**src/hw/uartPkg.sv**
```systemverilog
package uartPkg;

	//********************
	// Oversampling
	//********************
	localparam int oversample = 16;  // Baud ticks per bit
	localparam int sampleMid = 7;    // Tick index for mid-bit sampling

	//********************
	// State encodings
	//********************

	// Receiver
	typedef enum logic [1:0] {
		rxIdle,
		rxStartBit,
		rxDataBit,
		rxStopBit
	} rxState_t;

	// Transmitter
	typedef enum logic [1:0] {
		txIdle,
		txStartBit,
		txDataBit,
		txStopBit
	} txState_t;

	// Self test sequencer
	typedef enum logic [2:0] {
		testIdle,
		testSend,
		testWait,
		testCompare,
		testDone
	} testState_t;

endpackage

```
**src/hw/baudTickGen.sv**
```systemverilog
module baudTickGen #(
	parameter int clkRate = 50000000,
	parameter int baudRate = 115200
) (
	input logic SysClk,
	input logic reset,
	output logic baudTick
);
	import uartPkg::*;

	// SysClk cycles per oversample tick
	localparam int divRatio = clkRate / (baudRate * oversample);
	localparam int cntWidth = (divRatio > 1) ? $clog2(divRatio) : 1;

	logic [cntWidth-1:0] tickCount;  // Counts down to zero, then reloads

	always_ff @(posedge SysClk) begin
		if (reset) begin
			tickCount <= cntWidth'(divRatio - 1);
			baudTick <= 1'b0;
		end else if (tickCount == '0) begin
			tickCount <= cntWidth'(divRatio - 1);  // Reload
			baudTick <= 1'b1;                      // One pulse per reload
		end else begin
			tickCount <= tickCount - 1'b1;
			baudTick <= 1'b0;
		end
	end

	// Clock too slow for the requested baud rate gives a zero ratio
	divRatioValid: assert property (@(posedge SysClk) divRatio >= 1)
		else $error("baudTickGen divide ratio below 1");

endmodule

```
**src/hw/rxFifo.sv**
```systemverilog
module rxFifo #(
	parameter int dataBits = 8,
	parameter int fifoDepth = 8
) (
	input logic SysClk,
	input logic reset,
	input logic rxDataRdy,
	input logic testMode,
	input logic popData,
	input logic [dataBits-1:0] rxByte,
	output logic [dataBits-1:0] dataOut,
	output logic fifoEmpty,
	output logic fifoFull,
	output logic fifoOverflow
);

	localparam int addrBits = $clog2(fifoDepth);

	logic [dataBits-1:0] fifoMem [fifoDepth];
	logic [addrBits:0] wrPtr;  // Extra MSB tells full from empty
	logic [addrBits:0] rdPtr;
	logic pushReq;
	logic doPush;
	logic doPop;

	assign pushReq = rxDataRdy && !testMode;  // Loopback bytes stay out
	assign doPush = pushReq && !fifoFull;     // Dropped when full
	assign doPop = popData && !fifoEmpty;

	assign fifoEmpty = (wrPtr == rdPtr);
	// Same slot one lap apart
	assign fifoFull = (wrPtr[addrBits] != rdPtr[addrBits]) &&
		(wrPtr[addrBits-1:0] == rdPtr[addrBits-1:0]);

	assign dataOut = fifoMem[rdPtr[addrBits-1:0]];  // Fall-through head

	always_ff @(posedge SysClk) begin
		if (doPush)
			fifoMem[wrPtr[addrBits-1:0]] <= rxByte;
	end

	//********************
	// Pointers and flags
	//********************
	always_ff @(posedge SysClk) begin
		if (reset) begin
			wrPtr <= '0;
			rdPtr <= '0;
			fifoOverflow <= 1'b0;
		end else begin
			if (doPush)
				wrPtr <= wrPtr + 1'b1;
			if (doPop)
				rdPtr <= rdPtr + 1'b1;
			if (pushReq && fifoFull)
				fifoOverflow <= 1'b1;  // Sticky until reset
		end
	end

	fifoFlagsExclusive: assert property (@(posedge SysClk) disable iff (reset)
		!(fifoFull && fifoEmpty))
		else $error("fifoFull and fifoEmpty both high");

endmodule

```
**src/hw/selfTestCtrl.sv**
```systemverilog
module selfTestCtrl #(
	parameter int dataBits = 8
) (
	input logic SysClk,
	input logic reset,
	input logic bistStart,
	input logic txBusy,
	input logic rxDataRdy,
	input logic [dataBits-1:0] txData,
	input logic [dataBits-1:0] rxByte,
	output logic testMode,
	output logic testStart,
	output logic bistBusy,
	output logic bistError,
	output logic [dataBits-1:0] testData
);
	import uartPkg::*;

	testState_t testState;
	logic [dataBits-1:0] pattern;   // Taken from txData at start
	logic [dataBits-1:0] echoByte;  // Byte returned over the loopback
	logic byteIndex;                // 0 sends pattern, 1 sends its inverse
	logic mismatch;                 // Accumulated over both bytes

	// Byte in flight, also the expected echo
	assign testData = byteIndex ? ~pattern : pattern;

	//********************
	// Self test sequencer
	//********************
	always_ff @(posedge SysClk) begin
		if (reset) begin
			testState <= testIdle;
			testMode <= 1'b0;
			testStart <= 1'b0;
			bistBusy <= 1'b0;
			bistError <= 1'b0;
			byteIndex <= 1'b0;
			mismatch <= 1'b0;
		end else begin
			testStart <= 1'b0;  // Single-cycle strobe
			unique case (testState)
				testIdle: begin
					if (bistStart) begin
						pattern <= txData;
						byteIndex <= 1'b0;
						mismatch <= 1'b0;
						bistError <= 1'b0;  // Previous result cleared
						bistBusy <= 1'b1;
						testMode <= 1'b1;   // Take over transmitter, close loop
						testState <= testSend;
					end
				end
				testSend: begin
					// Previous frame must finish its stop bit first
					if (!txBusy) begin
						testStart <= 1'b1;
						testState <= testWait;
					end
				end
				testWait: begin
					if (rxDataRdy) begin
						echoByte <= rxByte;
						testState <= testCompare;
					end
				end
				testCompare: begin
					if (echoByte != testData)
						mismatch <= 1'b1;
					if (byteIndex)
						testState <= testDone;
					else begin
						byteIndex <= 1'b1;  // Now the inverse
						testState <= testSend;
					end
				end
				testDone: begin
					if (!txBusy) begin  // Last stop bit done
						bistBusy <= 1'b0;
						bistError <= mismatch;
						testMode <= 1'b0;
						testState <= testIdle;
					end
				end
				default: testState <= testIdle;
			endcase
		end
	end

endmodule

```
**src/hw/uartReceiver.sv**
```systemverilog
module uartReceiver #(
	parameter int dataBits = 8,
	parameter int stopBits = 1
) (
	input logic SysClk,
	input logic reset,
	input logic baudTick,
	input logic rxIn,
	output logic [dataBits-1:0] rxByte,
	output logic rxDataRdy,
	output logic rxError
);
	import uartPkg::*;

	localparam int tickWidth = $clog2(oversample);
	localparam int bitWidth = $clog2(dataBits + 1);

	rxState_t rxState;
	logic rxMeta;                     // First synchronizer stage
	logic rxSync;                     // Safe to use from here on
	logic [tickWidth-1:0] tickCount;  // Ticks within the current bit
	logic [bitWidth-1:0] bitCount;    // Data bits, then reused for stop bits
	logic [dataBits-1:0] rxShift;     // LSB arrives first
	logic lastTick;

	// Mid-bit point of a data or stop bit, one bit time after the previous one
	assign lastTick = (tickCount == tickWidth'(oversample - 1));

	// Line idles high
	always_ff @(posedge SysClk) begin
		if (reset) begin
			rxMeta <= 1'b1;
			rxSync <= 1'b1;
		end else begin
			rxMeta <= rxIn;
			rxSync <= rxMeta;
		end
	end

	//********************
	// Receive FSM
	//********************
	always_ff @(posedge SysClk) begin
		if (reset) begin
			rxState <= rxIdle;
			tickCount <= '0;
			bitCount <= '0;
			rxDataRdy <= 1'b0;
			rxError <= 1'b0;
		end else begin
			rxDataRdy <= 1'b0;  // Strobes last one cycle
			rxError <= 1'b0;
			if (baudTick) begin
				unique case (rxState)
					rxIdle: begin
						if (!rxSync) begin  // Possible start edge
							rxState <= rxStartBit;
							tickCount <= '0;
						end
					end
					rxStartBit: begin
						if (tickCount == tickWidth'(sampleMid)) begin
							tickCount <= '0;
							bitCount <= '0;
							// High at mid-bit means a glitch
							rxState <= rxSync ? rxIdle : rxDataBit;
						end else
							tickCount <= tickCount + 1'b1;
					end
					rxDataBit: begin
						if (lastTick) begin
							tickCount <= '0;
							rxShift <= {rxSync, rxShift[dataBits-1:1]};
							if (bitCount == bitWidth'(dataBits - 1)) begin
								bitCount <= '0;
								rxState <= rxStopBit;
							end else
								bitCount <= bitCount + 1'b1;
						end else
							tickCount <= tickCount + 1'b1;
					end
					rxStopBit: begin
						if (lastTick) begin
							tickCount <= '0;
							if (!rxSync) begin  // Framing error, byte discarded
								rxError <= 1'b1;
								rxState <= rxIdle;
							end else if (bitCount == bitWidth'(stopBits - 1)) begin
								rxByte <= rxShift;
								rxDataRdy <= 1'b1;
								rxState <= rxIdle;
							end else
								bitCount <= bitCount + 1'b1;  // Second stop bit
						end else
							tickCount <= tickCount + 1'b1;
					end
					default: rxState <= rxIdle;
				endcase
			end
		end
	end

	// A frame ends either good or bad, never both
	rxOutcomeExclusive: assert property (@(posedge SysClk) disable iff (reset)
		!(rxDataRdy && rxError))
		else $error("rxDataRdy and rxError in the same cycle");

endmodule

```
**src/hw/uartTop.sv**
```systemverilog
module uartTop #(
	parameter int clkRate = 50000000,
	parameter int baudRate = 115200,
	parameter int dataBits = 8,
	parameter int stopBits = 1,
	parameter int fifoDepth = 8
) (
	input logic SysClk,
	input logic reset,
	input logic rx,
	input logic cts,
	input logic [dataBits-1:0] txData,
	input logic txStart,
	input logic bistStart,
	input logic popData,
	output logic tx,
	output logic txBusy,
	output logic [dataBits-1:0] dataOut,
	output logic fifoEmpty,
	output logic fifoFull,
	output logic fifoOverflow,
	output logic rxError,
	output logic bistBusy,
	output logic bistError
);

	logic baudTick;               // 16x baud enable
	logic rxIn;                   // Receiver serial input after loopback mux
	logic txOut;                  // Transmitter serial output
	logic [dataBits-1:0] rxByte;
	logic rxDataRdy;
	logic testMode;               // Self test owns the transmitter
	logic testStart;
	logic [dataBits-1:0] testData;
	logic txStartMux;
	logic [dataBits-1:0] txDataMux;

	//********************
	// Loopback muxes
	//********************
	assign rxIn = testMode ? txOut : rx;
	assign tx = testMode ? 1'b1 : txOut;  // Pin parked at mark level

	// Transmit source
	assign txStartMux = testMode ? testStart : txStart;
	assign txDataMux = testMode ? testData : txData;

	//********************
	// Instances
	//********************
	baudTickGen #(
		.clkRate(clkRate),
		.baudRate(baudRate)
	) baudGen0 (
		.SysClk,
		.reset,
		.baudTick
	);

	uartReceiver #(
		.dataBits(dataBits),
		.stopBits(stopBits)
	) receiver0 (
		.SysClk,
		.reset,
		.baudTick,
		.rxIn,
		.rxByte,
		.rxDataRdy,
		.rxError
	);

	uartTransmitter #(
		.dataBits(dataBits),
		.stopBits(stopBits)
	) transmitter0 (
		.SysClk,
		.reset,
		.baudTick,
		.txStart(txStartMux),
		.cts,
		.txData(txDataMux),
		.txOut,
		.txBusy
	);

	selfTestCtrl #(
		.dataBits(dataBits)
	) selfTest0 (
		.SysClk,
		.reset,
		.bistStart,
		.txBusy,
		.rxDataRdy,
		.txData,
		.rxByte,
		.testMode,
		.testStart,
		.bistBusy,
		.bistError,
		.testData
	);

	rxFifo #(
		.dataBits(dataBits),
		.fifoDepth(fifoDepth)
	) rxFifo0 (
		.SysClk,
		.reset,
		.rxDataRdy,      // Write strobe
		.testMode,       // Blocks writes during self test
		.popData,
		.rxByte,
		.dataOut,
		.fifoEmpty,
		.fifoFull,
		.fifoOverflow
	);

endmodule

```
**src/hw/uartTransmitter.sv**
```systemverilog
module uartTransmitter #(
	parameter int dataBits = 8,
	parameter int stopBits = 1
) (
	input logic SysClk,
	input logic reset,
	input logic baudTick,
	input logic txStart,
	input logic cts,
	input logic [dataBits-1:0] txData,
	output logic txOut,
	output logic txBusy
);
	import uartPkg::*;

	localparam int tickWidth = $clog2(oversample);
	localparam int bitWidth = $clog2(dataBits + 1);

	txState_t txState;
	logic txPending;                  // Accepted, waiting for next tick
	logic [tickWidth-1:0] tickCount;
	logic [bitWidth-1:0] bitCount;
	logic [dataBits-1:0] txShift;
	logic lastTick;

	assign lastTick = (tickCount == tickWidth'(oversample - 1));  // Bit ends

	always_ff @(posedge SysClk) begin
		if (reset) begin
			txState <= txIdle;
			txPending <= 1'b0;
			tickCount <= '0;
			bitCount <= '0;
			txOut <= 1'b1;
			txBusy <= 1'b0;
		end else begin
			unique case (txState)
				txIdle: begin
					if (txPending && baudTick) begin  // Start bit on first tick
						txPending <= 1'b0;
						txState <= txStartBit;
						tickCount <= '0;
						txOut <= 1'b0;
						txBusy <= 1'b1;
					end else if (!txPending && txStart && cts) begin
						txPending <= 1'b1;
						txShift <= txData;  // Latch payload
					end
				end
				txStartBit: begin
					if (baudTick) begin
						if (lastTick) begin
							tickCount <= '0;
							bitCount <= '0;
							txOut <= txShift[0];  // LSB first
							txShift <= txShift >> 1;
							txState <= txDataBit;
						end else
							tickCount <= tickCount + 1'b1;
					end
				end
				txDataBit: begin
					if (baudTick) begin
						if (lastTick) begin
							tickCount <= '0;
							if (bitCount == bitWidth'(dataBits - 1)) begin
								bitCount <= '0;
								txOut <= 1'b1;  // Stop level
								txState <= txStopBit;
							end else begin
								bitCount <= bitCount + 1'b1;
								txOut <= txShift[0];
								txShift <= txShift >> 1;
							end
						end else
							tickCount <= tickCount + 1'b1;
					end
				end
				txStopBit: begin
					if (baudTick) begin
						if (lastTick) begin
							tickCount <= '0;
							if (bitCount == bitWidth'(stopBits - 1)) begin
								txBusy <= 1'b0;  // End of last stop bit
								txState <= txIdle;
							end else
								bitCount <= bitCount + 1'b1;
						end else
							tickCount <= tickCount + 1'b1;
					end
				end
				default: txState <= txIdle;
			endcase
		end
	end

	// Line must rest at mark level between frames
	txIdleHigh: assert property (@(posedge SysClk) disable iff (reset) !txBusy |-> txOut)
		else $error("tx low while transmitter idle");

endmodule

```
**config.mk**
```make
export PLATFORM = sky130hd
export DESIGN_NAME = uartTop
export DESIGN_NICKNAME = d
export VERILOG_FILES = /design/src/hw/uartPkg.sv /design/src/hw/baudTickGen.sv /design/src/hw/rxFifo.sv /design/src/hw/selfTestCtrl.sv /design/src/hw/uartReceiver.sv /design/src/hw/uartTop.sv /design/src/hw/uartTransmitter.sv
export SDC_FILE = /design/constraint.sdc
export NUM_CORES = 1
export LEC_CHECK = 0
export BUFFER_PORTS_ARGS = -buffer_cell sky130_fd_sc_hd__clkbuf_2
export CORE_MARGIN = 5
export CORE_UTILIZATION = 35
export CTS_CLUSTER_SIZE = 16
export DETAILED_ROUTE_END_ITERATION = 10
export PLACE_DENSITY_LB_ADDON = 0.3
export SYNTH_ARGS = -nofsm -noshare
export SYNTH_HDL_FRONTEND = slang
export SYNTH_SLANG_ARGS = --single-unit
export TNS_END_PERCENT = 50
```
**constraint.sdc**
```tcl
create_clock -name SysClk -period 8.65 [get_ports SysClk]
set_input_delay 0.865 -clock SysClk [delete_from_list [all_inputs] [get_ports SysClk]]
set_output_delay 0.865 -clock SysClk [all_outputs]
set_load 0.02 [all_outputs]
```
# After elaboration in Yosys (flattened, before gate mapping)
# Memory sizes are Yosys's and may differ from the RTL's. A register that Yosys moved wholly into a read port is not among the register bits.
# Index checks and enable logic that the tools add are counted.
# word_totals
register_bits	90
latch_bits	0
mem_bits_rw	64
rom_bits	0
out_inout_bits	16
n_memories	1
# mem_list
name	depth	width	rd	rd_ports_with_merged_regs	write_ports	line	text
rxFifo0.fifoMem	8	8	1	1	1	rxFifo.sv:19	logic [dataBits-1:0] fifoMem [fifoDepth];
# op_classes
addsub	7
multipliers	0
div	0
magnitude_cmp	0
n_eq_ne	46
n_shift	0
muxes	93
n_bitwise	7
reduce_logical	49
# ops
operator	n
2-to-1 mux 4 bit	20
2-to-1 mux 8 bit	9
case mux 4 bit (3 select lines)	3
2-to-1 mux 2 bit	17
inequality test 2 x 1 -> 1 bit, second input constant	14
2-to-1 mux 1 bit	26
adder 4 x 1 -> 4 bit, second input constant	6
inequality test 2 bit, second input constant	12
case mux 8 bit (3 select lines)	1
2-to-1 mux 3 bit	7
AND reduction 9 bit	2
case mux 2 bit (4 select lines)	2
case mux 3 bit (5 select lines)	1
AND reduction 7 bit	2
== test 4 x 3 -> 1 bit, second input constant	3
AND reduction 3 bit	4
AND reduction 6 bit	2
case mux 1 bit (2 select lines)	5
nonzero test 3 bit	3
== test 2 bit, second input constant	4
== test 4 bit, second input constant	2
logical AND 1 bit	8
logical NOT 4 bit	2
inequality test 8 bit	1
26 further kinds	46

# Longest topological paths before layout
# logic_depth
ltp_word	6
mapped_depth	8
ltp_nobuf	7

# Hierarchy
# A second synthesis with hierarchy kept.
# unflattened
cells_unflattened	529
area_unflattened_um2	7030.5
# by_module_without_submodules
module	instances	cells_each	area_each_um2	seq_area_each_um2
rxFifo	1	168	3051.7	2162.1
uartTransmitter	1	130	1267.5	500.5
uartReceiver	1	107	1244.9	760.7
selfTestCtrl	1	90	1068.5	640.6
baudTickGen	1	22	234.0	120.1
uartTop	1	12	163.9	0.0

# Worst setup path before layout
# No wires, ideal clock.
# synth_timing
path_kind	register to register
start	register transmitter0.txState[0]
end	register transmitter0.txShift[0], enable pin
arrival_ps	2575
required_time_ps	8231
path_slack_ps	5655
path_stages_with_launch	6
path_buffers	0
period_less_slack_ps	2995
path_cell_list	dfxtp_1 > inv_1 > ha_1 > or2_1 > a21o_1 > a2111oi_0
# synth_via
elab_chain_len	3
word_cells_on_any_way	12
classes_between	9 x eq/ne; 3 x reduce/logical
# synth_rtl
element	line	text
start, declared	uartTransmitter.sv:19	txState_t txState;
start signal, assigned	uartTransmitter.sv:30	txState <= txIdle;
start signal, assigned	uartTransmitter.sv:41	txState <= txStartBit;
start signal, assigned	uartTransmitter.sv:57	txState <= txDataBit;
== test 2 bit (tied with other cells)	uartTransmitter.sv:37	unique case (txState)
inequality test 2 x 1 -> 1 bit (no line) (tied with other cells)	-	
AND reduction 9 bit (no line) *	-	
end signal, assigned	uartTransmitter.sv:47	txShift <= txData;
end signal, assigned	uartTransmitter.sv:56	txShift <= txShift >> 1;
end signal, assigned	uartTransmitter.sv:73	txShift <= txShift >> 1;
end, declared	uartTransmitter.sv:23	logic [dataBits-1:0] txShift;
# Mark *: on every way between the ends. The rest lies on a longest branch, timed or not.
# A chain may end at the register's enable or synchronous reset.

==> run_summary.xml <==
<?xml version="1.0" encoding="UTF-8"?>
<metrics>
  <group name="status">
    <metric name="outcome" unit="">completed</metric>
  </group>
  <group name="timing">
    <metric name="fmax" unit="MHz">296</metric>
    <metric name="endpoints_failing_hold" unit="">0</metric>
    <metric name="finalSetupViolations" unit="">0</metric>
    <metric name="worst_pin_slew" unit="ns">1.10</metric>
    <metric name="timing.final.max_slew_violations" unit="">0</metric>
    <metric name="unrepaired_setup_endpoints_after_global_routing" unit="">no</metric>
    <metric name="period_needed" unit="ns">3.37</metric>
    <metric name="timing.hold.ws" unit="ns">0.432</metric>
    <metric name="tns" unit="ns">0</metric>
    <metric name="layout_worst_path_cycle_share" unit="%">39.0</metric>
    <metric name="clock_skew" unit="ns">0.00966</metric>
    <metric name="layout_setup_ws" unit="ns">5.28</metric>
    <metric name="max_slew_margin_vs_limit" unit="%">26.3</metric>
  </group>
  <group name="power_and_ir_drop">
    <metric name="cellPowerDensity" unit="nW/um2">236</metric>
    <metric name="worst_ir_drop_vdd" unit="V">0.000153</metric>
    <metric name="post-layout-total-power" unit="mW">1.81</metric>
    <metric name="power.static_leakage" unit="nW">2.54</metric>
  </group>
  <group name="yosys">
    <metric name="async_reset_ff_share" unit="%">0</metric>
    <metric name="synth_top_area_share" unit="%">46.7</metric>
    <metric name="synth.lib_cells_used.distinct" unit="">62</metric>
    <metric name="synth_edf_count" unit="">104</metric>
    <metric name="synth_area" unit="um2">6690</metric>
    <metric name="synthMostInstantiatedCell" unit="">sky130_fd_sc_hd__edfxtp_1</metric>
    <metric name="postSynthNetCount" unit="">551</metric>
    <metric name="synth_area_leaders" unit="">sky130_fd_sc_hd__edfxtp_1 (47%), sky130_fd_sc_hd__dfxtp_1 (16%), sky130_fd_sc_hd__mux4_2 (5.4%)</metric>
    <metric name="yosys-top-cells-count" unit="">sky130_fd_sc_hd__edfxtp_1 (104), sky130_fd_sc_hd__dfxtp_1 (53), sky130_fd_sc_hd__nor2_1 (43)</metric>
    <metric name="synth_flop_cell" unit="">sky130_fd_sc_hd__edfxtp_1</metric>
    <metric name="seq_area_frac_synth" unit="%">62.5</metric>
    <metric name="post_synth.cell_area_avg" unit="um2">12.8</metric>
    <metric name="synth_cells" unit="">523</metric>
    <metric name="synthesis.yosys.warnings" unit="">0</metric>
    <metric name="synth.ff_latch_count" unit="">157</metric>
    <metric name="synth_top_area_cell" unit="">sky130_fd_sc_hd__edfxtp_1</metric>
  </group>
  <group name="layout">
    <metric name="multi_input_comb_area" unit="um2">2310</metric>
    <metric name="num_antenna_cells" unit="">0</metric>
    <metric name="layout-area-overhead-vs-synth" unit="%">14.6</metric>
    <metric name="final_net_count" unit="">573</metric>
    <metric name="postLayoutCoreUtil" unit="%">40.8</metric>
    <metric name="fillerInstances" unit="">1729</metric>
    <metric name="seqCellArea" unit="um2">4180</metric>
    <metric name="final_layout_size_suffix_gt1_share" unit="%">17.7</metric>
  </group>
  <group name="place">
    <metric name="dp_slack" unit="ns">5.63</metric>
    <metric name="detailedPlacementHpwl" unit="um">8670</metric>
    <metric name="place_congestion" unit="">0.804</metric>
    <metric name="portBuffers" unit="">30</metric>
  </group>
  <group name="clock_network">
    <metric name="cts_hold_repair.buffers" unit="">0</metric>
    <metric name="total_cts_buffers" unit="">17</metric>
    <metric name="clk_root_buffer_cell" unit="">sky130_fd_sc_hd__clkbuf_16</metric>
    <metric name="clock_tree.htree_level_count" unit="">4</metric>
    <metric name="tritoncts" unit="">yes</metric>
    <metric name="clock_path_buffers" unit="">2</metric>
    <metric name="clock_insertion_delay_worst_skew" unit="ns">0.43</metric>
    <metric name="cts_num_sinks" unit="">157</metric>
    <metric name="post_cts.repair.setup_buffers" unit="">0</metric>
    <metric name="clk_transition_reported_paths" unit="ns">0.06</metric>
    <metric name="cts_resized" unit="">0</metric>
  </group>
  <group name="flow_run">
    <metric name="drv_cap" unit="">0</metric>
  </group>
  <group name="worst_setup_path">
    <metric name="worstPathArrival" unit="ns">2.51</metric>
    <metric name="timing.critical_path.from_type" unit="">flip-flop</metric>
    <metric name="critical_path.n_buffers_inverters" unit="">1</metric>
    <metric name="setup.worst_path.class" unit="">flip-flop to output pin</metric>
    <metric name="timing.critical_path.max_delay_family" unit="">flip-flops</metric>
    <metric name="critPathMaxFanout" unit="">16</metric>
    <metric name="worst_path_largest_cell_delay" unit="ns">1.02</metric>
    <metric name="worstPathRequired" unit="ns">7.79</metric>
    <metric name="setup.worst_path.end_class" unit="">output pin</metric>
    <metric name="worst_path_cell_with_the_longest_stage_delay" unit="">sky130_fd_sc_hd__dfxtp_1</metric>
    <metric name="cp_cell_sequence" unit="">mux4_2 &gt; mux2_2 &gt; clkbuf_2</metric>
    <metric name="r2r_slack" unit="ns">6.06</metric>
  </group>
  <group name="drt">
    <metric name="drt.antenna.violating_nets" unit="">0</metric>
    <metric name="first_iter_violations" unit="">248</metric>
    <metric name="num_vias" unit="">4033</metric>
    <metric name="drc" unit="">0</metric>
    <metric name="vias_per_cell" unit="">5.09</metric>
    <metric name="post_drt_wl_per_cell" unit="um">16.2</metric>
    <metric name="postRouteWirelength" unit="um">12800</metric>
    <metric name="drtPass1Iterations" unit="">4</metric>
  </group>
  <group name="global_routing">
    <metric name="grt_start_max_net_pins" unit="">52</metric>
    <metric name="grt-ovfl-total" unit="">0</metric>
    <metric name="globalRouteTotalUtil" unit="%">12.4</metric>
    <metric name="grt_antenna_before_repair" unit="">0</metric>
    <metric name="grt_pass1_vias" unit="">4086</metric>
    <metric name="first_pass_grt_wire_length" unit="um">21300</metric>
  </group>
  <group name="die">
    <metric name="floorplan.die.height" unit="um">148</metric>
    <metric name="start_util" unit="%">35.6</metric>
    <metric name="die_width" unit="um">148</metric>
    <metric name="core_area" unit="um2">18800</metric>
    <metric name="die_area" unit="um2">22000</metric>
    <metric name="row_cnt" unit="">50</metric>
    <metric name="io_pins" unit="">31</metric>
  </group>
  <group name="worst_hold_path">
    <metric name="hold_path_class" unit="">flip-flop to flip-flop</metric>
  </group>
</metrics>
registers in the layout, summed over array words and instances, names as in the netlist, 2 cells and up, named ones only:
signal,cells
rxFifo0.fifoMem,64
receiver0.rxByte,8
receiver0.rxShift,8
selfTest0.echoByte,8
selfTest0.pattern,8
transmitter0.txShift,8
baudGen0.tickCount,5
receiver0.bitCount,4
receiver0.tickCount,4
rxFifo0.rdPtr,4
rxFifo0.wrPtr,4
transmitter0.bitCount,4
transmitter0.tickCount,4
selfTest0.testState,3
transmitter0.txState,2
final cells by class:
class                           instances  area share (%)
Sequential cell                       157            54.6
Multi-Input combinational cell        316            30.2
Clock buffer                           17            5.55
Tap cell                              234            3.82
Clock inverter                         15            2.69
Timing Repair Buffer                   32            2.15
Inverter                               21            1.03
kinds of logic after synthesis:
kind of cell / count (synthesis) / share of synthesized area (%)
AOI/OAI and AO/OA: 88 / 8.43
xor gates and xnor gates: 30 / 3.93
adders and majority gates: 13 / 2.43
buffers and inverters: 50 / 3.12
DFF: 157 / 62.5
muxes: 33 / 8.10
and+or+nand+nor: 152 / 11.4
per-layer routing:
| metal | up-vias | share of wire [%] | global-route usage [%] |
|---|---|---|---|
| li1 | 1979 | - | - |
| met1 | 1970 | 45 | 15.1 |
| met2 | 74 | 50 | 21.3 |
| met3 | 10 | 4.3 | 3.69 |
| met4 | 0 | 0.85 | 3.51 |
| met5 | - | 0 | 0 |
where the power goes:
group	switching (mW)	internal, mW
logic	0.0960	0.0674
clock network	0.317	0.465
registers	0.0331	0.831
total	0.446	1.36
layout by cell type, fill, tap and decap left out, drive strengths merged, types with 8 or more instances in the layout:
master,count
o21ai,23
dfxtp,53
mux4,16
nand3,13
xnor2,25
nor2,43
inv,27
mux2,9
a21oi,28
clkbuf,47
mux2i,8
nor3,15
ha,13
nand2,33
nand2b,9
edfxtp,104
final timing paths:
| path | startpoint | end | cells after the start |
|---|---|---|---|
| max | flip-flop | dataOut[5] | 3 |
| min | receiver0.rxShift[0] | receiver0.rxByte[0] | 0 |
| max reg2reg | baudGen0.baudTick | transmitter0.txShift[6] | 3 |
| min reg2reg | receiver0.rxShift[0] | receiver0.rxByte[0] | 0 |
through the flow:
stage,std cells,cell area [um2]
after floorplan,523,6690
after global placement,760,7030
after detailed placement,760,7030
after CTS,792,7670
after global routing,792,7670
final,792,7670
No activity file was read; power rests on OpenSTA's default activity.
